[config.mk]
export PLATFORM = sky130hd
export DESIGN_NAME = axi_xbar
export DESIGN_NICKNAME = d
export VERILOG_FILES = /design/src/hdl/axi_pkg.sv /design/src/hdl/soc_map_pkg.sv /design/src/hdl/axi_xbar.sv
export SDC_FILE = /design/constraint.sdc
export NUM_CORES = 1
export LEC_CHECK = 0
export ABC_AREA = 1
export BUFFER_PORTS_ARGS = -buffer_cell sky130_fd_sc_hd__buf_4
export CAP_MARGIN = 20
export CELL_PAD_IN_SITES_DETAIL_PLACEMENT = 0
export CELL_PAD_IN_SITES_GLOBAL_PLACEMENT = 1
export CORE_AREA = 2 2 154 156
export CTS_BUF_LIST = sky130_fd_sc_hd__clkbuf_8
export CTS_CLUSTER_DIAMETER = 60
export CTS_CLUSTER_SIZE = 28
export DETAILED_ROUTE_END_ITERATION = 7
export DIE_AREA = 0 0 156 158
export GPL_ROUTABILITY_DRIVEN = 0
export GPL_TIMING_DRIVEN = 0
export PLACE_DENSITY_LB_ADDON = 0.1
export SLEW_MARGIN = 10
export SYNTH_ARGS = -nofsm -noshare
export SYNTH_HDL_FRONTEND = slang
export SYNTH_SLANG_ARGS = --single-unit
[constraint.sdc]
create_clock -name clk -period 1.1 [get_ports clk]
set_input_delay 0.11 -clock clk [delete_from_list [all_inputs] [get_ports clk]]
set_output_delay 0.11 -clock clk [all_outputs]
set_load 0.05 [all_outputs]
[src/hdl/axi_pkg.sv]
`default_nettype none

package axi_pkg;

	// bus widths
	localparam int ADDR_W = 32;
	localparam int DATA_W = 32;
	localparam int STRB_W = DATA_W / 8;
	localparam int LEN_W = 8;
	localparam int SIZE_W = 3;
	localparam int BURST_W = 2;
	localparam int RESP_W = 2;

	// widest beat the data bus carries, log2 of bytes
	localparam logic [SIZE_W-1:0] SIZE_WORD = 3'd2;

	// response codes
	localparam logic [RESP_W-1:0] RESP_OKAY = 2'b00;
	localparam logic [RESP_W-1:0] RESP_SLVERR = 2'b10;
	localparam logic [RESP_W-1:0] RESP_DECERR = 2'b11;

	// burst codes
	localparam logic [BURST_W-1:0] BURST_FIXED = 2'b00;
	localparam logic [BURST_W-1:0] BURST_INCR = 2'b01;
	localparam logic [BURST_W-1:0] BURST_WRAP = 2'b10;

endpackage

`default_nettype wire

[src/hdl/soc_map_pkg.sv]
`default_nettype none

package soc_map_pkg;

	// clock window, two words
	localparam logic [31:0] RTC_BASE = 32'h0200_0000;
	localparam logic [31:0] RTC_SIZE = 32'd8;
	localparam logic [31:0] RTC_LO_OFS = 32'd0;
	localparam logic [31:0] RTC_HI_OFS = 32'd4;

	// memory window, 4 KiB
	localparam logic [31:0] SRAM_BASE = 32'h8000_0000;
	localparam int SRAM_WORDS = 1024;
	localparam int SRAM_IDX_W = $clog2(SRAM_WORDS);

endpackage

`default_nettype wire

[src/hdl/axi_xbar.sv]
`timescale 1ns/1ns
`default_nettype none

module axi_xbar (
	input  logic clk,
	input  logic rst,
	// master read
	input  logic [axi_pkg::ADDR_W-1:0] araddr,
	input  logic arvalid,
	input  logic [axi_pkg::SIZE_W-1:0] arsize,
	input  logic [axi_pkg::LEN_W-1:0] arlen,
	input  logic [axi_pkg::BURST_W-1:0] arburst,
	output logic arready,
	output logic [axi_pkg::DATA_W-1:0] rdata,
	output logic [axi_pkg::RESP_W-1:0] rresp,
	output logic rvalid,
	output logic rlast,
	input  logic rready,
	// master write
	input  logic [axi_pkg::ADDR_W-1:0] awaddr,
	input  logic awvalid,
	output logic awready,
	input  logic [axi_pkg::DATA_W-1:0] wdata,
	input  logic [axi_pkg::STRB_W-1:0] wstrb,
	input  logic wvalid,
	output logic wready,
	output logic [axi_pkg::RESP_W-1:0] bresp,
	output logic bvalid,
	input  logic bready,
	// sram side
	output logic [axi_pkg::ADDR_W-1:0] sram_araddr,
	output logic sram_arvalid,
	output logic [axi_pkg::SIZE_W-1:0] sram_arsize,
	output logic [axi_pkg::LEN_W-1:0] sram_arlen,
	output logic [axi_pkg::BURST_W-1:0] sram_arburst,
	input  logic sram_arready,
	input  logic [axi_pkg::DATA_W-1:0] sram_rdata,
	input  logic [axi_pkg::RESP_W-1:0] sram_rresp,
	input  logic sram_rvalid,
	input  logic sram_rlast,
	output logic sram_rready,
	output logic [axi_pkg::ADDR_W-1:0] sram_awaddr,
	output logic sram_awvalid,
	input  logic sram_awready,
	output logic [axi_pkg::DATA_W-1:0] sram_wdata,
	output logic [axi_pkg::STRB_W-1:0] sram_wstrb,
	output logic sram_wvalid,
	input  logic sram_wready,
	input  logic [axi_pkg::RESP_W-1:0] sram_bresp,
	input  logic sram_bvalid,
	output logic sram_bready,
	// clock side, read only
	output logic [axi_pkg::ADDR_W-1:0] rtc_araddr,
	output logic rtc_arvalid,
	input  logic rtc_arready,
	input  logic [axi_pkg::DATA_W-1:0] rtc_rdata,
	input  logic [axi_pkg::RESP_W-1:0] rtc_rresp,
	input  logic rtc_rvalid,
	output logic rtc_rready
);

	// read path, one-hot: both low is IDLE
	logic sel_rtc;
	logic sel_sram;
	logic rd_done;
	// write path, high while the SLVERR response is pending
	logic wr_err;
	logic aw_rtc;

	function automatic logic in_rtc(input logic [axi_pkg::ADDR_W-1:0] addr);
		in_rtc = (addr - soc_map_pkg::RTC_BASE) < soc_map_pkg::RTC_SIZE;
	endfunction

	assign rd_done = rvalid && rready && rlast;

	// decode once in idle, then hold until the last beat
	always_ff @(posedge clk) begin
		if (rst) begin
			sel_rtc <= 1'b0;
			sel_sram <= 1'b0;
		end else if (!sel_rtc && !sel_sram) begin
			if (arvalid) begin
				sel_rtc <= in_rtc(araddr);
				sel_sram <= !in_rtc(araddr);
			end
		end else if (rd_done) begin
			sel_rtc <= 1'b0;
			sel_sram <= 1'b0;
		end
	end

	// address payload goes to both sides, valids only to the locked one
	assign sram_araddr = araddr;
	assign sram_arsize = arsize;
	assign sram_arlen = arlen;
	assign sram_arburst = arburst;
	assign rtc_araddr = araddr;

	assign sram_arvalid = sel_sram && arvalid;
	assign rtc_arvalid = sel_rtc && arvalid;
	assign sram_rready = sel_sram && rready;
	assign rtc_rready = sel_rtc && rready;

	always_comb begin
		arready = 1'b0;
		rdata = '0;
		rresp = axi_pkg::RESP_OKAY;
		rvalid = 1'b0;
		rlast = 1'b0;
		if (sel_sram) begin
			arready = sram_arready;
			rdata = sram_rdata;
			rresp = sram_rresp;
			rvalid = sram_rvalid;
			rlast = sram_rlast;
		end else if (sel_rtc) begin
			arready = rtc_arready;
			rdata = rtc_rdata;
			rresp = rtc_rresp;
			rvalid = rtc_rvalid;
			// clock slave answers with a single beat
			rlast = 1'b1;
		end
	end

	// writes to the clock window never reach a slave
	assign aw_rtc = awvalid && in_rtc(awaddr);

	always_ff @(posedge clk) begin
		if (rst) begin
			wr_err <= 1'b0;
		end else if (!wr_err && aw_rtc && wvalid) begin
			wr_err <= 1'b1;
		end else if (wr_err && bready) begin
			wr_err <= 1'b0;
		end
	end

	assign sram_awaddr = awaddr;
	assign sram_wdata = wdata;
	assign sram_wstrb = wstrb;

	always_comb begin
		sram_awvalid = 1'b0;
		sram_wvalid = 1'b0;
		sram_bready = 1'b0;
		awready = 1'b0;
		wready = 1'b0;
		bvalid = 1'b0;
		bresp = axi_pkg::RESP_OKAY;
		if (wr_err) begin
			bvalid = 1'b1;
			bresp = axi_pkg::RESP_SLVERR;
		end else if (aw_rtc) begin
			// take address and data in the same cycle
			awready = wvalid;
			wready = wvalid;
		end else begin
			sram_awvalid = awvalid;
			sram_wvalid = wvalid;
			sram_bready = bready;
			awready = sram_awready;
			wready = sram_wready;
			bvalid = sram_bvalid;
			bresp = sram_bresp;
		end
	end

	// a slave response seen in idle would be lost
	assert property (@(posedge clk) disable iff (rst)
		(!sel_rtc && !sel_sram) |-> (!sram_rvalid && !rtc_rvalid));

	assert property (@(posedge clk) disable iff (rst)
		!(sram_arvalid && rtc_arvalid));

	assert property (@(posedge clk) disable iff (rst)
		(bvalid && !bready) |=> bvalid);

endmodule

`default_nettype wire

# Word-level counts from Yosys, hierarchy flattened
# Index checks and enable logic that the tools add are counted.
[totals] ff_bits=3 latch_bits=0 mem_bits_rw=0 rom_bits=0 in_bits=198 out_inout_bits=194 memories=0
[op_classes] addsub=2 n_mul=0 div_mod_pow=0 magnitude_cmp=2 n_eq_ne=1 n_shift=0 muxes=31 n_bitwise=0 n_reduce_logical=18
[op_table] op="less-than comparator 32 x 4 -> 1 bit (second input constant)" n=2
[op_table] op="two-way mux 32 bit" n=2
[op_table] op="subtractor 32 x 26 -> 32 bit (second input constant)" n=2
[op_table] op="two-way mux 1 bit" n=25
[op_table] op="logical AND 1 bit" n=11
[op_table] op="two-way mux 2 bit" n=4
[op_table] op="logical NOT 1 bit" n=4
[op_table] op="nonzero test 2 bit" n=2
[op_table] op="!= test 2 bit (second input constant)" n=1
[op_table] op="AND reduction 2 bit" n=1

# Logic depth before layout (Yosys ltp)
# Gate-level depths: netlist of the first run.
[logic_depth] depth_word=6 ltp_mapped=11 ltp_nobuf=11

# Worst setup path after synthesis of the first run
# No wires, ideal clock.
[synth_path] path_kind="in2out" from="input awaddr[25] in the netlist's numbering" to="output bresp[0] in the netlist's numbering" t_arrival_ns=1.456 required_ns=0.990 slack_ns=-0.466 cell_stages=11 n_path_buf=0 cell_sequence="inv_1 > ha_1 > nand2_1 > inv_1 > nand2_1 > nor2_2 > nand2_1 > nor2_2 > nand2_2 > nand2_2 > nor2_1"
[synth_between] elab_chain_cells=5
[synth_lines] item="from (decl)" line_no="axi_xbar.sv:20" source="input logic [axi_pkg::ADDR_W-1:0] awaddr,"
[synth_lines] item="subtractor 32 x 26 -> 32 bit" line_no="axi_xbar.sv:71" source="in_rtc = (addr - soc_map_pkg::RTC_BASE) < soc_map_pkg::RTC_SIZE;"
[synth_lines] item="less-than comparator 32 x 4 -> 1 bit" line_no="axi_xbar.sv:71"
[synth_lines] item="logical AND 1 bit" line_no="axi_xbar.sv:127" source="assign aw_rtc = awvalid && in_rtc(awaddr);"
[synth_lines] item="two-way mux 2 bit" line_no="axi_xbar.sv:154" source="end else if (aw_rtc) begin"
[synth_lines] item="two-way mux 2 bit" line_no="axi_xbar.sv:151" source="if (wr_err) begin"
[synth_lines] item="to (decl)" line_no="axi_xbar.sv:27" source="output logic [axi_pkg::RESP_W-1:0] bresp,"
# Every way passes these cells.

# Final worst setup path of the first run
[layout_path] from="input awaddr[25] in the netlist's numbering" to="output wready"
[layout_between] elab_chain_cells=5
[layout_lines] item="subtractor 32 x 26 -> 32 bit" line_no="axi_xbar.sv:71"
[layout_lines] item="less-than comparator 32 x 4 -> 1 bit" line_no="axi_xbar.sv:71"
[layout_lines] item="logical AND 1 bit" line_no="axi_xbar.sv:127"
[layout_lines] item="two-way mux 1 bit" line_no="axi_xbar.sv:154"
[layout_lines] item="two-way mux 1 bit" line_no="axi_xbar.sv:151"
[layout_lines] item="to (decl)" line_no="axi_xbar.sv:26" source="output logic wready,"
# Every way passes these cells.

==> run_results.csv, run 1 <==
group,metric,value,unit
routing,vias,3637,
setup_path,start_kind,"input port",
clock_tree,clk_latency,0.22,ns
setup_path,crit-reg2reg-capture,"sel_sram",
yosys,synth_xor_area_frac,0.00398,
sta,clock.fmax,697,MHz
place,port_buffers,336,
clock_tree,clock-sinks,3,
yosys,synthSimpleGateAreaFrac,0.395,
routing,drc,0,
routing,ant_nets,0,
sta,slew_headroom,0.813,
yosys,yosys.cell_types.count,19,
floorplanning,die_area,24600,um2
clock_tree,path_clk_slew,0.04,ns
pwr,power_leakage,3.66,nW
yosys,synth_compound_area_frac,0.0102,
grt,grt_max_degree,11,
yosys,ys_ff_latch,3,
floorplanning,start_util,0.0955,
sta,worst_pin_slew,0.279,ns
sta,hold_viol,0,
clock_tree,clock_path_buffers,2,
grt,grt_overflow,0,
yosys,ys_seq_area_frac,0.0273,
floorplanning,fp.dieH,158,um
setup_path,worstPathArrival,1.32,ns
sta,rsz0062_at_grt,"true",
sta,period_minus_slack,1.43,ns
setup_path,cp_max_fo,3,
finish,drive_gt1_frac,0.876,
min_path,whs_path_depth,2,
routing,wl_per_cell,12.6,um
sta,finalClockSkew,0.00762,ns
floorplanning,std_cell_rows,56,
finish,layout.nets,966,
grt,globalRouteTotalUtil,0.0968,
yosys,synth.net_count,593,
min_path,hold_path_end,"sel_rtc",
finish,synthToLayoutAreaGrowth,221,%
floorplanning,ioPinCount,392,
grt,grt_pass1_wl,19.0,mm
sta,worst_slack,-0.335,ns
clock_tree,htree_levels,1,
floorplanning,die_w,156,um
clock_tree,ctsRootBufferMaster,"clkbuf_8",
status,outcome,"finished, violations left",
min_path,hp-class,"in2reg",
flow_run,max-cap-violations,0,
finish,final_util,0.307,
yosys,synth_fa_ha_area_frac,0.0114,
routing,postRouteWirelength,13.3,mm
setup_path,worst_setup_path_end_kind,"primary output",
yosys,syn_avg_cell_area,5.60,um2
floorplanning,core,23100,um2
yosys,synth_top_family_by_area,"buffers and inverters",
setup_path,crit_type,"in2out",
routing,first_iter_violations,83,
place,place_ws,-0.550,ns
setup_path,timing.rr.start,"sel_sram",
min_path,hp-start,"rst",
finish,diodes,0,
grt,grt_antenna_before_repair,0,
yosys,yosys-mux-area-fraction,0,
sta,min_period_over_period,1.30,
grt,grt_pass1_vias,3784,
place,hpwl,11.2,mm
setup_path,rrSetupSlack,-0.02,ns
setup_path,reg2reg_depth,7,
yosys,ys_warn_count,0,
routing,viasPerCell,3.45,
clock_tree,ctsHoldBuffers,0,
sta,maxSlewViolCount,0,
setup_path,worstPathRequired,0.99,ns
pwr,vdd_drop_max,0.239,mV
status,violations,"negative setup slack",
routing,first_pass_iters,3,
pwr,powerDensity,604,nW/um2
sta,setup-violations-final,52,
yosys,syn_inst,393,
yosys,netlist_area,2200,um2
clock_tree,numCtsBuffers,3,
clock_tree,tritoncts,"done",
==> through the flow <==
stage | cells | hold WS, ns | area, um2 | power [mW] | TNS (ns)
after floorplan | 393 | 0.179 | 2560 | 2.20 | -0.956
after global placement | 1019 | 0.310 | 5440 | 3.32 | -14.09
after detailed placement | 1019 | 0.315 | 5440 | 3.32 | -14.45
after CTS | 1056 | 0.0785 | 6850 | 4.28 | -15.24
after global routing | 1055 | 0.0724 | 7070 | 4.49 | -14.46
final | 1055 | 0.0737 | 7070 | 4.27 | -11.50
==> worst max-delay path by stage <==
| stage | startpoint | endpoint | slack (ns) | depth (start not counted) |
|---|---|---|---|---|
| global route | awaddr[25] | wready | -0.43 | 12 |
| global placement | awaddr[25] | wready | -0.54 | 12 |
| finish | awaddr[25] | wready | -0.33 | 12 |
| floorplan | awaddr[26] | awready | -0.18 | 10 |
| CTS | awaddr[25] | wready | -0.40 | 12 |
| detailed placement | awaddr[25] | sram_bready | -0.55 | 13 |
==> timing repair <==
| item | in CTS | in global routing |
|---|---|---|
| pin swaps | 19 | 42 |
| gates cloned | 6 | 0 |
| setup endpoints to repair | 51 | 52 |
| buffers inserted | 27 | 8 |
| resized for setup | 247 | 61 |
==> state kept, by name, summed over array words and instances, names as in the netlist <==
register,cells
sel_rtc,1
sel_sram,1
wr_err,1
==> cell families after synthesis <==
kind of cell	after synthesis
XOR/XNOR	1
adder cells (fa/ha/maj)	2
flip-flops	3
AO/OA/AOI/OAI	4
buffers and inverters	174
AND/OR/NAND/NOR	209
==> cell usage after synthesis <==
cell        n  area share
nand4_1     4       0.011
xnor2_1     1      0.0040
buf_2       8       0.018
dfxtp_1     3       0.027
clkinv_1    1      0.0017
nor2_1     43       0.073
nand3_1    41       0.093
inv_1      15       0.026
nand2_2     2      0.0057
ha_1        2       0.011
nor3b_1     1      0.0034
or2_0       1      0.0028
clkbuf_1    2      0.0034
o21bai_1    1      0.0034
buf_4     147        0.50
nand2_1   112        0.19
inv_2       1      0.0017
nor2_2      5       0.014
a21oi_1     3      0.0068
==> layout by cell type (no fill, tap or decap), types with 3 or more instances in the layout <==
master,instances
nand2_4,71
clkbuf_8,3
nand4_1,4
clkinvlp_4,4
nor2_2,4
buf_8,50
nor2_4,5
buf_4,443
nor2_1,39
buf_16,3
nand2_2,17
buf_6,16
nand3_1,10
nand3_4,21
nand3_2,10
inv_1,9
buf_12,11
nand2_1,26
==> layout make-up <==
class                   count  area, um2
flip-flops and latches      3       67.6
inverters                  17        106
repair buffers            371       3360
plain buffers             154       1250
clock buffers               3       41.3
well taps                 290        363
fillers                  2433      16000
clock inverters             1       3.75
multi-input cells         216       1880
==> layer usage <==
layer	routed length (um)	GRT usage	vias up
li1	-	-	1815
met1	4240	0.0981	1631
met2	7870	0.203	187
met3	1130	0.0203	4
met4	102	0.0162	0
met5	0	0	-
==> power by group <==
| group | total (mW) | internal (mW) | switching (mW) |
|---|---|---|---|
| sequential | 0.122 | 0.110 | 0.0115 |
| combinational | 3.83 | 1.66 | 2.17 |
| clock | 0.316 | 0.238 | 0.0777 |
| total | 4.27 | 2.01 | 2.26 |
==> worst max-delay path, cell delays in order <==
cell and delay [ns]:
buf_12 0.09, inv_12 0.03, ha_4 0.24, nand2_2 0.04, inv_2 0.04, nand2_2 0.05, nor2_4 0.11, nand2_2 0.07
nor2_4 0.12, nand4_1 0.15, nand2_2 0.12, buf_8 0.15
(Power assumes the default switching activity.)
==> inputs of run 2 (changes only) <==
Settings changed: MAX_ROUTING_LAYER from default to met4.
==> run 2 against run 1 <==
- critical path depth unchanged
- critical endpoint unchanged
- setup slack worse by 0.0038 ns
- flip-flop and latch count unchanged
- register-to-register slack worse by 0.05 ns
- clock skew about the same
- the flow still finishes with violations (negative setup slack)
==> run_results.csv, run 2 (synthesis gave the netlist of run 1 again) <==
group,metric,value,unit
setup_path,worstPathRequired,0.99,ns
grt,grt_antenna_before_repair,0,
finish,drive_gt1_frac,0.876,
place,hpwl,11.2,mm
setup_path,cp_max_fo,3,
sta,maxSlewViolCount,0,
finish,top_regs,"sel_rtc: 1 flops, sel_sram: 1 flops, wr_err: 1 flops",
finish,final_cell_mix,"buf_4, nand2_4, buf_8",
min_path,hp-class,"in2reg",
pwr,p_sw,2.26,mW
sta,slew_headroom,0.813,
clock_tree,tritoncts,"done",
setup_path,worstPathArrival,1.33,ns
sta,min_period_over_period,1.31,
pwr,power_leakage,3.68,nW
routing,ant_nets,0,
grt,top_usage_layer,"met2",
flow_run,max-cap-violations,0,
grt,met3_usage,0.0153,
sta,fin_hold_ws,0.0828,ns
clock_tree,clock-sinks,3,
finish,diodes,0,
grt,grt_pass1_wl,19.0,mm
sta,hold_viol,0,
routing,drc,0,
grt,grt_overflow,0,
clock_tree,htree_levels,1,
sta,worst_pin_slew,0.279,ns
routing,postRouteWirelength,13.4,mm
setup_path,crit_type,"in2out",
clock_tree,ctsRootBufferMaster,"clkbuf_8",
routing,wl_per_cell,12.7,um
finish,layout.nets,967,
clock_tree,ctsHoldBuffers,0,
sta,setup-violations-final,52,
finish,synthToLayoutAreaGrowth,222,%
floorplanning,start_util,0.0955,
floorplanning,fp.dieH,158,um
sta,period_minus_slack,1.44,ns
finish,final_util,0.307,
clock_tree,clock_path_buffers,2,
clock_tree,clk_latency,0.22,ns
pwr,p_sw_frac,0.529,
place,place_ws,-0.550,ns
clock_tree,path_clk_slew,0.04,ns
floorplanning,die_area,24600,um2
status,outcome,"finished, violations left",
pwr,p_comb_frac,0.898,
pwr,power_frac_clock,0.074,
floorplanning,core,23100,um2
place,dp.cells,1019,
grt,globalRouteTotalUtil,0.0996,
routing,vias,3652,
finish,layout.cells.non_filler,1056,
floorplanning,ioPinCount,392,
routing,viasPerCell,3.46,
grt,grt_pass1_vias,3802,
sta,clock.fmax,695,MHz
grt,grt_max_degree,11,
pwr,vdd_drop_max,0.239,mV
sta,finalClockSkew,0.00752,ns
routing,first_iter_violations,71,
pwr,pwr-share-seq,0.029,
floorplanning,die_w,156,um
finish,layout_commonest_cell,"buf_4",
setup_path,start_kind,"input port",
grt,met1_usage,0.101,
pwr,powerDensity,604,nW/um2
sta,worst_slack,-0.338,ns
routing,first_pass_iters,4,
pwr,internal_power,2.02,mW
sta,rsz0062_at_grt,"true",
grt,met2_usage,0.202,
place,port_buffers,336,
status,violations,"negative setup slack",
floorplanning,std_cell_rows,56,
clock_tree,numCtsBuffers,3,
setup_path,worst_setup_path_end_kind,"primary output",
run 2: cell count changes in the layout (fill, tap and decap cells not counted):
| cell | change |
|---|---|
| nand2_2 | -2 |
| nand2_4 | +2 |
| buf_6 | +1 |
run 2: critical path: stages:
cell     delay [ns]
buf_12         0.09
inv_12         0.03
ha_4           0.24
nand2_2        0.04
inv_2          0.04
nand2_2        0.05
nor2_4         0.11
nand2_2        0.07
nor2_4         0.12
nand4_1        0.15
nand2_2        0.13
buf_8          0.15
run 2: worst paths after layout:
path | from | end | slack, ns | cells after the start
min reg2reg | wr_err | wr_err | 0.60 | 2
max reg2reg | sel_sram | sel_sram | -0.07 | 8
max | awaddr[25] | wready | -0.34 | 12
min | rst | sel_rtc | 0.08 | 2
run 2: repair_timing:
item | CTS | global route
resized for setup | 247 | 64
setup endpoints to repair | 51 | 52
buffers inserted | 27 | 9
endpoints found under the hold margin | 0 | 0
gates cloned | 6 | 0
pin swaps | 19 | 45
run 2: power by group through the flow:
stage / clock network [mW] / logic (mW) / registers, mW
after floorplan: 0 / 2.09 / 0.115
after global placement: 0 / 3.21 / 0.115
after detailed placement: 0 / 3.21 / 0.115
after CTS: 0.334 / 3.83 / 0.113
after global routing: 0.352 / 4.02 / 0.123
final: 0.315 / 3.84 / 0.122
run 2: layout make-up:
type,instances,area [um2]
buffer,154,1250
sequential,3,67.6
multi-input combinational,216,1890
inverter,17,106
clock buffer,3,41.3
timing repair buffer,372,3370
clock inverter,1,3.75
fill,2430,16000
tap,290,363
run 2: per-layer routing:
metal | vias up | wire length [um] | part of all wire
met3 | 4 | 975 | 0.073
met4 | 0 | 102 | 0.0076
met2 | 187 | 7910 | 0.59
li1 | 1815 | - | -
met1 | 1646 | 4410 | 0.33
met5 | - | 0 | 0
run 2: metrics by stage:
| stage | power [mW] | TNS [ns] | cell area [um2] |
|---|---|---|---|
| after floorplan | 2.20 | -0.956 | 2560 |
| after global placement | 3.32 | -14.09 | 5440 |
| after detailed placement | 3.32 | -14.45 | 5440 |
| after CTS | 4.28 | -15.24 | 6850 |
| after global routing | 4.50 | -14.70 | 7090 |
| final | 4.28 | -11.77 | 7090 |
