**src/hdl/axi_pkg.sv**
```systemverilog
`default_nettype none

package axi_pkg;

	// bus widths
	localparam int ADDR_W = 32;
	localparam int DATA_W = 32;
	localparam int STRB_W = DATA_W / 8;
	localparam int LEN_W = 8;
	localparam int SIZE_W = 3;
	localparam int BURST_W = 2;
	localparam int RESP_W = 2;

	// widest beat the data bus carries, log2 of bytes
	localparam logic [SIZE_W-1:0] SIZE_WORD = 3'd2;

	// response codes
	localparam logic [RESP_W-1:0] RESP_OKAY = 2'b00;
	localparam logic [RESP_W-1:0] RESP_SLVERR = 2'b10;
	localparam logic [RESP_W-1:0] RESP_DECERR = 2'b11;

	// burst codes
	localparam logic [BURST_W-1:0] BURST_FIXED = 2'b00;
	localparam logic [BURST_W-1:0] BURST_INCR = 2'b01;
	localparam logic [BURST_W-1:0] BURST_WRAP = 2'b10;

endpackage

`default_nettype wire

```
**src/hdl/soc_map_pkg.sv**
```systemverilog
`default_nettype none

package soc_map_pkg;

	// clock window, two words
	localparam logic [31:0] RTC_BASE = 32'h0200_0000;
	localparam logic [31:0] RTC_SIZE = 32'd8;
	localparam logic [31:0] RTC_LO_OFS = 32'd0;
	localparam logic [31:0] RTC_HI_OFS = 32'd4;

	// memory window, 4 KiB
	localparam logic [31:0] SRAM_BASE = 32'h8000_0000;
	localparam int SRAM_WORDS = 1024;
	localparam int SRAM_IDX_W = $clog2(SRAM_WORDS);

endpackage

`default_nettype wire

```
**src/hdl/rtc_slave.sv**
```systemverilog
`timescale 1ns/1ns
`default_nettype none

module rtc_slave (
	input  logic clk,
	input  logic rst,
	input  logic [axi_pkg::ADDR_W-1:0] rtc_araddr,
	input  logic rtc_arvalid,
	output logic rtc_arready,
	output logic [axi_pkg::DATA_W-1:0] rtc_rdata,
	output logic [axi_pkg::RESP_W-1:0] rtc_rresp,
	output logic rtc_rvalid,
	input  logic rtc_rready
);

	logic [2*axi_pkg::DATA_W-1:0] count;
	logic [axi_pkg::DATA_W-1:0] hi_snap;
	logic [axi_pkg::ADDR_W-1:0] ofs;
	logic ar_hs;

	assign rtc_arready = !rtc_rvalid;
	assign ar_hs = rtc_arvalid && rtc_arready;
	assign ofs = rtc_araddr - soc_map_pkg::RTC_BASE;
	assign rtc_rresp = axi_pkg::RESP_OKAY;

	// free running cycle count
	always_ff @(posedge clk) begin
		if (rst) begin
			count <= '0;
		end else begin
			count <= count + 1'b1;
		end
	end

	always_ff @(posedge clk) begin
		if (rst) begin
			rtc_rvalid <= 1'b0;
		end else if (ar_hs) begin
			rtc_rvalid <= 1'b1;
		end else if (rtc_rready) begin
			rtc_rvalid <= 1'b0;
		end
	end

	// low read latches the high half so a later high read is coherent
	always_ff @(posedge clk) begin
		if (rst) begin
			hi_snap <= '0;
		end else if (ar_hs && ofs == soc_map_pkg::RTC_LO_OFS) begin
			hi_snap <= count[2*axi_pkg::DATA_W-1:axi_pkg::DATA_W];
		end
	end

	always_ff @(posedge clk) begin
		if (ar_hs) begin
			case (ofs)
				soc_map_pkg::RTC_LO_OFS: rtc_rdata <= count[axi_pkg::DATA_W-1:0];
				soc_map_pkg::RTC_HI_OFS: rtc_rdata <= hi_snap;
				default: rtc_rdata <= '0;
			endcase
		end
	end

	assert property (@(posedge clk) disable iff (rst)
		(rtc_rvalid && !rtc_rready) |=> (rtc_rvalid && $stable(rtc_rdata)));

endmodule

`default_nettype wire

```
**config.mk**
```make
export PLATFORM = sky130hd
export DESIGN_NAME = rtc_slave
export DESIGN_NICKNAME = d
export VERILOG_FILES = /design/src/hdl/axi_pkg.sv /design/src/hdl/soc_map_pkg.sv /design/src/hdl/rtc_slave.sv
export SDC_FILE = /design/constraint.sdc
export NUM_CORES = 1
export LEC_CHECK = 0
export BUFFER_PORTS_ARGS = -buffer_cell sky130_fd_sc_hd__buf_2
export CORE_UTILIZATION = 52
export DETAILED_ROUTE_END_ITERATION = 16
export GPL_TIMING_DRIVEN = 1
export PLACE_DENSITY = 0.8
export SLEW_MARGIN = 20
export SYNTH_ARGS = -nofsm -noshare
export SYNTH_HDL_FRONTEND = slang
export SYNTH_SLANG_ARGS = --single-unit
export TNS_END_PERCENT = 1
```
**constraint.sdc**
```tcl
create_clock -name clk -period 3.2 [get_ports clk]
set_clock_uncertainty 0.05 [all_clocks]
set_input_delay 0.64 -clock clk [delete_from_list [all_inputs] [get_ports clk]]
set_output_delay 0.64 -clock clk [all_outputs]
set_load 0.01 [all_outputs]
```
## After elaboration in Yosys (flattened, before gate mapping)

Index checks and enable logic that the tools add are counted.

- Input port bits: 36
- Logic and storage cells: 15
- Bits in registers: 129

- Mux-type cells: 3
- Eq/ne operators: 1
- Reduce and logical (&&, ||, !) cells: 5
- Add/sub/neg operators: 2

Operators by type and width:

| kind | count |
|---|---|
| $add 64x1->64 const B | 1 |
| $pmux 32 s2 | 1 |
| $eq 32x3->1 const B | 1 |
| $logic_not 32->1 | 1 |
| $sub 32x26->32 const B | 1 |
| $logic_and 1x1->1 | 2 |
| $mux 1 | 2 |
| $reduce_bool 2->1 | 1 |
| $logic_not 1->1 | 1 |

## Depth between registers and ports, before layout

Gate-level depths: netlist of run 1.

- Depth in word-level cells: 3
- Depth in mapped cells: 8
- Gate-level depth less buffers: 7

## Worst setup path after synthesis of run 1

OpenSTA, ideal clock, no wires.

- Path kind: input port to flip-flop
- From: input rtc_arvalid
- To: register hi_snap[7] in the netlist's numbering
- Required time: 3.022 ns
- Slack: -0.180 ns
- Stages: 6
- Arrival: 3.202 ns
- Setup time: 0.128 ns
- Cells stage by stage: nor2b_1 nand2b_1 nor4_2 buf_4 mux2i_1 nor2_1

- Longest elaborated chain between the ends: 2

RTL lines:

| element | RTL line | text |
|---|---|---|
| from (decl) | rtc_slave.sv:8 | `input logic rtc_arvalid,` |
| $logic_and 1x1->1 | rtc_slave.sv:22 | `assign ar_hs = rtc_arvalid && rtc_arready;` |
| $logic_and 1x1->1 | rtc_slave.sv:49 | `end else if (ar_hs && ofs == soc_map_pkg::RTC_LO_OFS) begin` |
| to (signal assigned) | rtc_slave.sv:50 | `hi_snap <= count[2*axi_pkg::DATA_W-1:axi_pkg::DATA_W];` |
| to (decl) | rtc_slave.sv:17 | `logic [axi_pkg::DATA_W-1:0] hi_snap;` |

No other way between the ends.
A chain may end at the register's enable or synchronous reset.

## Worst setup path after layout of run 1

- From: register count[0] in the netlist's numbering
- To: register count[60] in the netlist's numbering

- Longest elaborated chain between the ends: 1

RTL lines:

| element | RTL line | text |
|---|---|---|
| from (decl) | rtc_slave.sv:16 | `logic [2*axi_pkg::DATA_W-1:0] count;` |
| from (signal assigned) | rtc_slave.sv:31 | `count <= count + 1'b1;` |
| $add 64x1->64 | rtc_slave.sv:31 |  |

No other way between the ends.

==> flow_summary.json, run 1 <==
{
  "power_leakage_nw": 2.42,
  "setup-tns-final_ns": 0,
  "syn_avg_cell_area_um2": 10.1,
  "die_area_um2": 11200,
  "wirelength_um": 12700,
  "peakVddDrop_uv": 331,
  "r2r_cells": 6,
  "rsz0062_at_grt": "no",
  "cts_tree": "yes",
  "hp-class": "primary input to flip-flop",
  "post_drt_wl_per_cell_um": 16.5,
  "grt_overflow": 0,
  "die_h_um": 106,
  "grt_max_degree": 52,
  "power_mw": 3.80,
  "period_minus_slack_ns": 2.52,
  "yosys.area.top_type_share_pct": 34.6,
  "grt_pass1_vias": 4450,
  "ys_seq_area_share_pct": 51.7,
  "cts_resized": 0,
  "holdWs_ns": 0.244,
  "io_buffers": 69,
  "place_congestion": 0.816,
  "layout-drive-gt1-share_pct": 18.7,
  "cts_buffers": 17,
  "cp_data_required_time_ns": 3.55,
  "reg2reg_from": "count[0]$_SDFF_PP0_",
  "synth_cells": 556,
  "max_cap_violations": 0,
  "die_w_um": 106,
  "drtAntennaViolNets": 0,
  "post-place-cells": 739,
  "rows": 37,
  "synthTopCellsByArea": "dfxtp_1 35%, edfxtp_1 17%, mux2i_1 5.7%",
  "area_delta_synth_final_pct": 19.4,
  "clkTransAtPathRegs_ns": 0.05,
  "arrival_ns": 2.87,
  "antenna_cells": 0,
  "setup_viol": 0,
  "viasPerCell": 5.87,
  "cts.sinks": 129,
  "grt_pass1_wl_um": 20900,
  "p_per_area_nw_per_um2": 567,
  "worst_slew_pin_slew_ns": 0.878,
  "fmax_ghz": 0.397,
  "hold_path.startpoint": "rtc_rready",
  "netlist_area_um2": 5610,
  "yosys_most_used_dff": "dfxtp_1",
  "dp_hpwl_um": 8530,
  "setup.worst_path.start_class": "flip-flop",
  "finalHoldViolations": 0,
  "synth.most_common_cell": "dfxtp_1",
  "track_usage_pct": 24.2,
  "core_um2": 10400,
  "post-route-period-util_pct": 78.7,
  "nets": 660,
  "start_util_pct": 53.9,
  "dr.pass1.iters": 5,
  "first_iter_violations": 278,
  "synth_enable_flop_cells": 32,
  "path_class": "flip-flop to flip-flop",
  "ys_top_cells_by_count": "97 x dfxtp_1, 81 x nor2_1, 32 x a22o_1, 32 x edfxtp_1, 32 x mux2i_1",
  "final_cells": 771,
  "r2r_setup_slack_ns": 0.68,
  "timing.final.max_slew_violations": 0,
  "num_io_pins": 72,
  "synth_warnings": 0,
  "cts-root-buf": "clkbuf_8",
  "r2r_end": "count[60]$_SDFF_PP0_",
  "synth-async-reset-ratio_pct": 0,
  "clk_latency_ns": 0.53,
  "post-cts-setup-buffers": 0,
  "ys_ff_latch": 129,
  "antenna_found_initial": 0,
  "status": "finished clean",
  "cts_hold_buf": 0,
  "vias": 4528,
  "ys_types": 43,
  "crit_start": "count[0]$_SDFF_PP0_",
  "end_kind": "flip-flop",
  "maxSlewHeadroom_pct": 41.4,
  "cp_max_fo": 9,
  "crit_end": "count[60]$_SDFF_PP0_",
  "drc": 0,
  "cts_buffer_depth": 2,
  "yosysTopAreaCell": "dfxtp_1",
  "htreeDepth": 4,
  "final_util_pct": 64.3
}
==> worst min-delay path by stage <==
stage / slack (ns) / depth (start not counted) / end
floorplan: 0.40 / 1 / count[0]$_SDFF_PP0_
global placement: 0.42 / 1 / count[0]$_SDFF_PP0_
detailed placement: 0.44 / 2 / hi_snap[23]$_SDFFE_PP0P_
CTS: 0.23 / 2 / rtc_rvalid$_SDFFE_PP0P_
global route: 0.25 / 2 / rtc_rvalid$_SDFFE_PP0P_
finish: 0.24 / 2 / rtc_rvalid$_SDFFE_PP0P_
==> stage by stage <==
| step | area (um2) | setup slack [ns] |
|---|---|---|
| after global routing | 6700 | 0.486 |
| after CTS | 6700 | 0.683 |
| after detailed placement | 6070 | 0.472 |
| final | 6700 | 0.681 |
| after global placement | 6070 | 0.597 |
| after floorplan | 5620 | 0.436 |
==> where the power goes <==
part	switching [mW]	internal, mW
clock	0.682	1.31
sequential	0.0101	1.69
combinational	0.0637	0.0405
total	0.756	3.05
==> critical path: stages (launching register included) <==
cell and delay, ns:
dfxtp_1 0.41, ha_1 0.23, nand3_1 0.23, nor4_4 0.59, nand4_2 0.34, o41ai_1 0.42, a21oi_1 0.11
==> placed cells by master (no fill, tap or decap), drive strengths merged, types with 21 or more instances in the layout <==
master	instances
xor2	25
nor2	81
a22o	32
buf	76
o21ai	21
dfxtp	97
clkbuf	26
edfxtp	32
nand4	29
or3	21
mux2i	32
a21oi	24
nand3	28
==> layer usage <==
layer  global-route usage [%]  vias up  wire [um]
met5                        0        -          0
met4                     11.6        0        449
met3                     7.36       33        812
met2                     42.1      169       6330
met1                     26.8     2159       5140
li1                         -     2167          -
==> state kept, by name, summed over array words and instances, names as in the netlist <==
register	flops
count	64
hi_snap	32
rtc_rdata	32
rtc_rvalid	1
==> cell type report <==
type / count / area, um2
multi-input combinational: 382 / 2520
timing repair buffer: 76 / 423
clock inverter: 6 / 86.3
inverter: 16 / 60.1
clock buffer: 26 / 542
sequential: 129 / 2900
tap: 136 / 170
fill: 763 / 3710
==> logic make-up (layout without fill, tap and decap cells) <==
| group | after synthesis | after routing | share of synthesized area (%) |
|---|---|---|---|
| AO/OA/AOI/OAI | 81 | 81 | 9.57 |
| XOR/XNOR | 39 | 39 | 6.09 |
| adder cells (fa/ha/maj) | 2 | 2 | 0.446 |
| buffers and inverters | 46 | 124 | 3.88 |
| flip-flops | 129 | 129 | 51.7 |
| multiplexers | 32 | 32 | 5.71 |
| other | 1 | 2 | 0.0668 |
| AND/OR/NAND/NOR | 226 | 226 | 22.5 |
(Power assumes the default switching activity.)
==> run 2: changes to the inputs <==
--- a/config.mk
+++ b/config.mk
@@ -5,8 +5,9 @@
 export SDC_FILE = /design/constraint.sdc
 export NUM_CORES = 1
 export LEC_CHECK = 0
+export ABC_AREA = 1
 export BUFFER_PORTS_ARGS = -buffer_cell sky130_fd_sc_hd__buf_2
-export CORE_UTILIZATION = 52
+export CORE_UTILIZATION = 53
 export DETAILED_ROUTE_END_ITERATION = 16
 export GPL_TIMING_DRIVEN = 1
 export PLACE_DENSITY = 0.8
==> constraint.sdc (replaced) <==
create_clock -name clk -period 2.2 [get_ports clk]
set_clock_uncertainty 0.05 [all_clocks]
set_input_delay 0.44 -clock clk [delete_from_list [all_inputs] [get_ports clk]]
set_output_delay 0.44 -clock clk [all_outputs]
set_load 0.01 [all_outputs]
==> run 2 against run 1 <==
Against the previous run:
- cell count is 59% higher
- register-to-register slack got worse by 0.48 ns
- sequential share of layout area is 6.1 points lower
- synthesized area up 19%
- combinational power increased by 130%
- synthesized cell count increased by 76%
- critical path type unchanged
==> flow_summary.json, run 2 <==
{
  "status": "finished clean",
  "power_frac_comb_pct": 4.5,
  "largestRegisters": "count: 64 flops, hi_snap: 32 flops, rtc_rdata: 32 flops",
  "grt_pass1_wl_um": 29900,
  "setup-tns-final_ns": 0,
  "cp_max_fo": 6,
  "io_buffers": 69,
  "intPower_mw": 4.02,
  "wirelength_um": 18500,
  "vias": 6728,
  "synthTopCellsByArea": "dfxtp_1 29%, nand2_1 15%, edfxtp_1 14%",
  "die_area_um2": 13000,
  "p_per_area_nw_per_um2": 678,
  "post-cts-setup-buffers": 0,
  "cts.sinks": 129,
  "fmax_ghz": 0.499,
  "setup_viol": 0,
  "max_cap_violations": 0,
  "yosysTopAreaCell": "dfxtp_1",
  "cts_buffer_depth": 2,
  "multi_input_area_um2": 3390,
  "final_cell_mix": "266 x nand2_1, 184 x nor2_1, 122 x nand3_1, 97 x dfxtp_1, 82 x a21oi_1",
  "nets": 1080,
  "synth.most_common_cell": "nand2_1",
  "netlist_area_um2": 6660,
  "cp_data_required_time_ns": 2.50,
  "yosys.area.top_type_share_pct": 29.1,
  "cts_resized": 0,
  "ys_top_cells_by_count": "266 x nand2_1, 184 x nor2_1, 122 x nand3_1",
  "grt_overflow": 0,
  "crit_chain": "ha_1 > nand2_2 > nor2_4 > nand2_2 > nor2_2 > nand2_1 > nor2_1 > nand2_1 > a21oi_1",
  "peakVddDrop_uv": 438,
  "grt_max_degree": 61,
  "layout_commonest_cell": "nand2_1",
  "switching_power_mw": 1.27,
  "rows": 40,
  "timing.final.max_slew_violations": 0,
  "arrival_ns": 2.30,
  "start_util_pct": 55.0,
  "nFillCells": 1059,
  "power_leakage_nw": 2.67,
  "worst_path_max_delay_cell": "dfxtp_1",
  "cts_hold_buf": 0,
  "rsz0062_at_grt": "no",
  "worst_slew_pin_slew_ns": 0.679,
  "dp_hpwl_um": 13800,
  "first_iter_violations": 654,
  "end_kind": "flip-flop",
  "maxSlewHeadroom_pct": 54.7,
  "largest-register": "count",
  "finalHoldViolations": 0,
  "pwr-share-seq_pct": 46.8,
  "seq_area_um2": 2900,
  "hp-class": "primary input to flip-flop",
  "path_class": "flip-flop to flip-flop",
  "synth_warnings": 0,
  "final_util_pct": 64.4,
  "antenna_found_initial": 0,
  "synth-async-reset-ratio_pct": 0,
  "die_w_um": 114,
  "place_congestion": 1.03,
  "crit_buf_inv": 0,
  "layout-drive-gt1-share_pct": 13.7,
  "htreeDepth": 4,
  "cts_tree": "yes",
  "synth_cells": 978,
  "synth_enable_flop_cells": 32,
  "ys_seq_area_share_pct": 43.6,
  "clkTransAtPathRegs_ns": 0.06,
  "dr.pass1.iters": 5,
  "area_delta_synth_final_pct": 17.1,
  "drc": 0,
  "num_io_pins": 72,
  "largest_register_ffs": 64,
  "ys_types": 30,
  "grt_pass1_vias": 6042,
  "viasPerCell": 5.50,
  "clk_latency_ns": 0.42,
  "period_minus_slack_ns": 2.00,
  "die_h_um": 114,
  "setup.worst_path.start_class": "flip-flop",
  "p_clk_share_pct": 48.7,
  "cp_top_family": "simple AND/OR/NAND/NOR gates",
  "switching_share_pct": 24.0,
  "track_usage_pct": 29.9,
  "drtAntennaViolNets": 0,
  "cts_buffers": 17,
  "post_drt_wl_per_cell_um": 15.1,
  "antenna_cells": 0,
  "cts-root-buf": "clkbuf_16",
  "ys_ff_latch": 129,
  "syn_avg_cell_area_um2": 6.81,
  "holdWs_ns": 0.297,
  "slowest_delay_ns": 0.43,
  "post-route-period-util_pct": 91.0,
  "yosys_most_used_dff": "dfxtp_1",
  "core_um2": 12100
}
==> run 2: worst paths after layout <==
| check | depth (start not counted) | to | slack (ns) | startpoint |
|---|---|---|---|---|
| worst min register to register | 2 | count[63]$_SDFF_PP0_ | 0.43 | count[63]$_SDFF_PP0_ |
| worst max register to register | 9 | count[62]$_SDFF_PP0_ | 0.20 | count[1]$_SDFF_PP0_ |
| worst max-delay path | 9 | count[62]$_SDFF_PP0_ | 0.20 | count[1]$_SDFF_PP0_ |
| worst min-delay path | 3 | rtc_rvalid$_SDFFE_PP0P_ | 0.30 | rtc_rready |
==> run 2: worst min-delay path: cells and delay by family <==
kind	cells	cell delay, ns
AOI/OAI and AO/OA	1	0.17
buffers and inverters	1	0.08
and+or+nand+nor	1	0.04
==> run 2: final cells by class <==
type	instances	area share, %
inverter	62	2.98
sequential	129	37.2
tap	168	2.69
timing repair buffer	82	6.64
multi-input combinational	750	43.4
clock buffer	18	5.63
clock inverter	14	1.40
==> run 2: power by group through the flow <==
| stage | logic [mW] | registers (mW) | clock network [mW] |
|---|---|---|---|
| floorplan | 0.116 | 2.54 | 0 |
| global placement | 0.234 | 2.52 | 0 |
| detailed placement | 0.236 | 2.53 | 0 |
| CTS | 0.237 | 2.48 | 2.59 |
| global route | 0.261 | 2.48 | 2.70 |
| finish | 0.237 | 2.48 | 2.58 |
==> run 2: per-layer routing <==
metal	track usage [%]	up-vias	share of wire (%)
met5	0	-	0
met4	12.1	0	3.5
met3	6.41	57	9.8
met2	47.2	344	44
met1	39.8	3013	42
li1	-	3314	-
==> run 2: cells by family (layout without fill, tap and decap cells) <==
family / count (synthesis) / in the layout / synth area share [%]
and+or+nand+nor: 632 / 632 / 40.8
DFF: 129 / 129 / 43.6
AOI/OAI and AO/OA: 105 / 105 / 8.06
buffers and inverters: 100 / 176 / 5.99
xor gates and xnor gates: 9 / 9 / 1.18
adders and majority gates: 2 / 2 / 0.376
other: 1 / 2 / 0.0563
==> run 2: per-stage QoR <==
step	setup slack [ns]	instance area, um2	std cells	total power, mW
finish	0.198	7800	1223	5.29
CTS	0.245	7800	1223	5.30
detailed placement	0.152	7250	1191	2.76
global route	0.0104	7800	1223	5.44
floorplan	0.349	6670	979	2.66
global placement	0.210	7250	1191	2.76
==> run 3: changes to the inputs <==
--- a/config.mk
+++ b/config.mk
@@ -7,10 +7,11 @@
 export LEC_CHECK = 0
 export ABC_AREA = 1
 export BUFFER_PORTS_ARGS = -buffer_cell sky130_fd_sc_hd__buf_2
-export CORE_UTILIZATION = 53
+export CORE_UTILIZATION = 34
+export CTS_BUF_LIST = sky130_fd_sc_hd__clkbuf_2 sky130_fd_sc_hd__clkbuf_4 sky130_fd_sc_hd__clkbuf_8
 export DETAILED_ROUTE_END_ITERATION = 16
 export GPL_TIMING_DRIVEN = 1
-export PLACE_DENSITY = 0.8
+export PLACE_DENSITY = 0.57
 export SLEW_MARGIN = 20
 export SYNTH_ARGS = -nofsm -noshare
 export SYNTH_HDL_FRONTEND = slang
==> run 3 against run 2 <==
Against the previous run:
- critical path depth shrank 1
- global-route usage shrank 9.2 points
- cell area shrank 0.61%
- total power shrank 11%
- non-clock buffer count grew 3
- die area grew 55%
- worst hold slack lost 0.047 ns
- clock power shrank 21%
- highest routed layer unchanged
==> flow_summary.json, run 3 (synthesis results as in run 2) <==
{
  "dp_hpwl_um": 14900,
  "track_usage_pct": 20.6,
  "rsz0062_at_grt": "no",
  "p_per_area_nw_per_um2": 611,
  "maxSlewHeadroom_pct": 53.6,
  "post-place-cells": 1286,
  "setup.worst_path.start_class": "flip-flop",
  "slowest_delay_ns": 0.41,
  "dr.pass1.iters": 7,
  "arrival_ns": 2.21,
  "viasPerCell": 4.92,
  "core_um2": 19000,
  "cts_buffer_depth": 2,
  "worst_slew_pin_slew_ns": 0.696,
  "setup-tns-final_ns": 0,
  "layout_commonest_cell": "nand2_1",
  "drc": 0,
  "nets": 1083,
  "first_iter_violations": 572,
  "die_w_um": 142,
  "layout-drive-gt1-share_pct": 14.0,
  "status": "finished clean",
  "grt_overflow": 0,
  "cts_hold_buf": 0,
  "clk_latency_ns": 0.47,
  "fin_ws_ns": 0.268,
  "hp-class": "primary input to flip-flop",
  "post-cts-setup-buffers": 0,
  "cp_top_family": "simple AND/OR/NAND/NOR gates",
  "cts_tree": "yes",
  "path_class": "flip-flop to flip-flop",
  "drtAntennaViolNets": 0,
  "dp_slack_ns": 0.214,
  "final_cell_mix": "266 x nand2_1, 184 x nor2_1, 122 x nand3_1, 97 x dfxtp_1, 82 x a21oi_1",
  "rows": 50,
  "io_buffers": 69,
  "end_kind": "flip-flop",
  "largest-register": "count",
  "vias": 6478,
  "crit_buf_inv": 1,
  "cts_resized": 0,
  "power_leakage_nw": 2.61,
  "die_area_um2": 20200,
  "num_io_pins": 72,
  "post_drt_wl_per_cell_um": 15.0,
  "wirelength_um": 19700,
  "crit_chain": "ha_1 > nand3_2 > nor2_2 > nand2_1 > inv_2 > nand2_1 > o21ai_0 > a21oi_1",
  "grt_max_degree": 65,
  "die_h_um": 142,
  "antenna_found_initial": 0,
  "grt_pass1_vias": 5965,
  "crit_top_cell": "nand2_1",
  "peakVddDrop_uv": 309,
  "max_cap_violations": 0,
  "dpl-instance-area_um2": 7370,
  "timing.final.max_slew_violations": 0,
  "period_minus_slack_ns": 1.93,
  "cts.sinks": 129,
  "htreeDepth": 4,
  "worst_path_max_delay_cell": "dfxtp_1",
  "holdWs_ns": 0.251,
  "finalHoldViolations": 0,
  "grt_pass1_wl_um": 31600,
  "largestRegisters": "count: 64 flops, hi_snap: 32 flops, rtc_rdata: 32 flops",
  "final_cells": 1318,
  "start_util_pct": 35.1,
  "cp_max_fo": 6,
  "area_delta_synth_final_pct": 16.4,
  "clkTransAtPathRegs_ns": 0.09,
  "setup_viol": 0,
  "antenna_cells": 0,
  "power_mw": 4.73,
  "cts-root-buf": "clkbuf_8",
  "post-route-period-util_pct": 87.8,
  "design_area_um2": 7750,
  "place_congestion": 0.911,
  "largest_register_ffs": 64,
  "final_util_pct": 40.9,
  "cp_data_required_time_ns": 2.47,
  "fmax_ghz": 0.518,
  "cts_buffers": 17
}
==> run 3: changes by cell type in the layout (fill, tap and decap cells not counted), moves of 2 or more <==
cell / change
clkbuf_16: -17
clkbuf_8: +16
buf_4: +5
inv_8: +3
buf_12: -2
clkinvlp_4: -2
==> run 3: layout make-up <==
type	instances	area, um2
fill	2013	11200
multi-input combinational	750	3390
sequential	129	2900
timing repair buffer	85	515
tap	260	325
clock buffer	17	234
inverter	62	234
clock inverter	15	153
==> run 3: path summary, 6_finish.rpt <==
path / to / start / cells past startpoint / slack, ns
setup / recovery: count[58]$_SDFF_PP0_ / count[1]$_SDFF_PP0_ / 8 / 0.27
hold / removal: rtc_rvalid$_SDFFE_PP0P_ / rtc_rready / 3 / 0.25
setup reg to reg: count[58]$_SDFF_PP0_ / count[1]$_SDFF_PP0_ / 8 / 0.27
hold reg to reg: count[63]$_SDFF_PP0_ / count[63]$_SDFF_PP0_ / 2 / 0.43
==> run 3: power by group <==
| group | switching [mW] | leakage (nW) | total (mW) | internal, mW |
|---|---|---|---|---|
| clock network | 1.10 | 0.189 | 2.03 | 0.929 |
| registers | 0.0130 | 1.10 | 2.47 | 2.46 |
| logic | 0.156 | 1.32 | 0.238 | 0.0818 |
==> run 3: per-layer routing <==
metal  track usage, %  vias up  share of wire, %
met1             28.5     2921                49
met4             7.92        0               2.4
li1                 -     3318                 -
met5                0        -                 0
met2             31.1      210                43
met3             4.74       29               5.6
==> run 3: worst register-to-register path: cells and delay by family, from the launching register on <==
| kind | cells | cell delay [ns] |
|---|---|---|
| buffers and inverters | 1 | 0.09 |
| and+or+nand+nor | 4 | 0.62 |
| adders and majority gates | 1 | 0.33 |
| DFF | 1 | 0.41 |
| AOI/OAI and AO/OA | 2 | 0.29 |
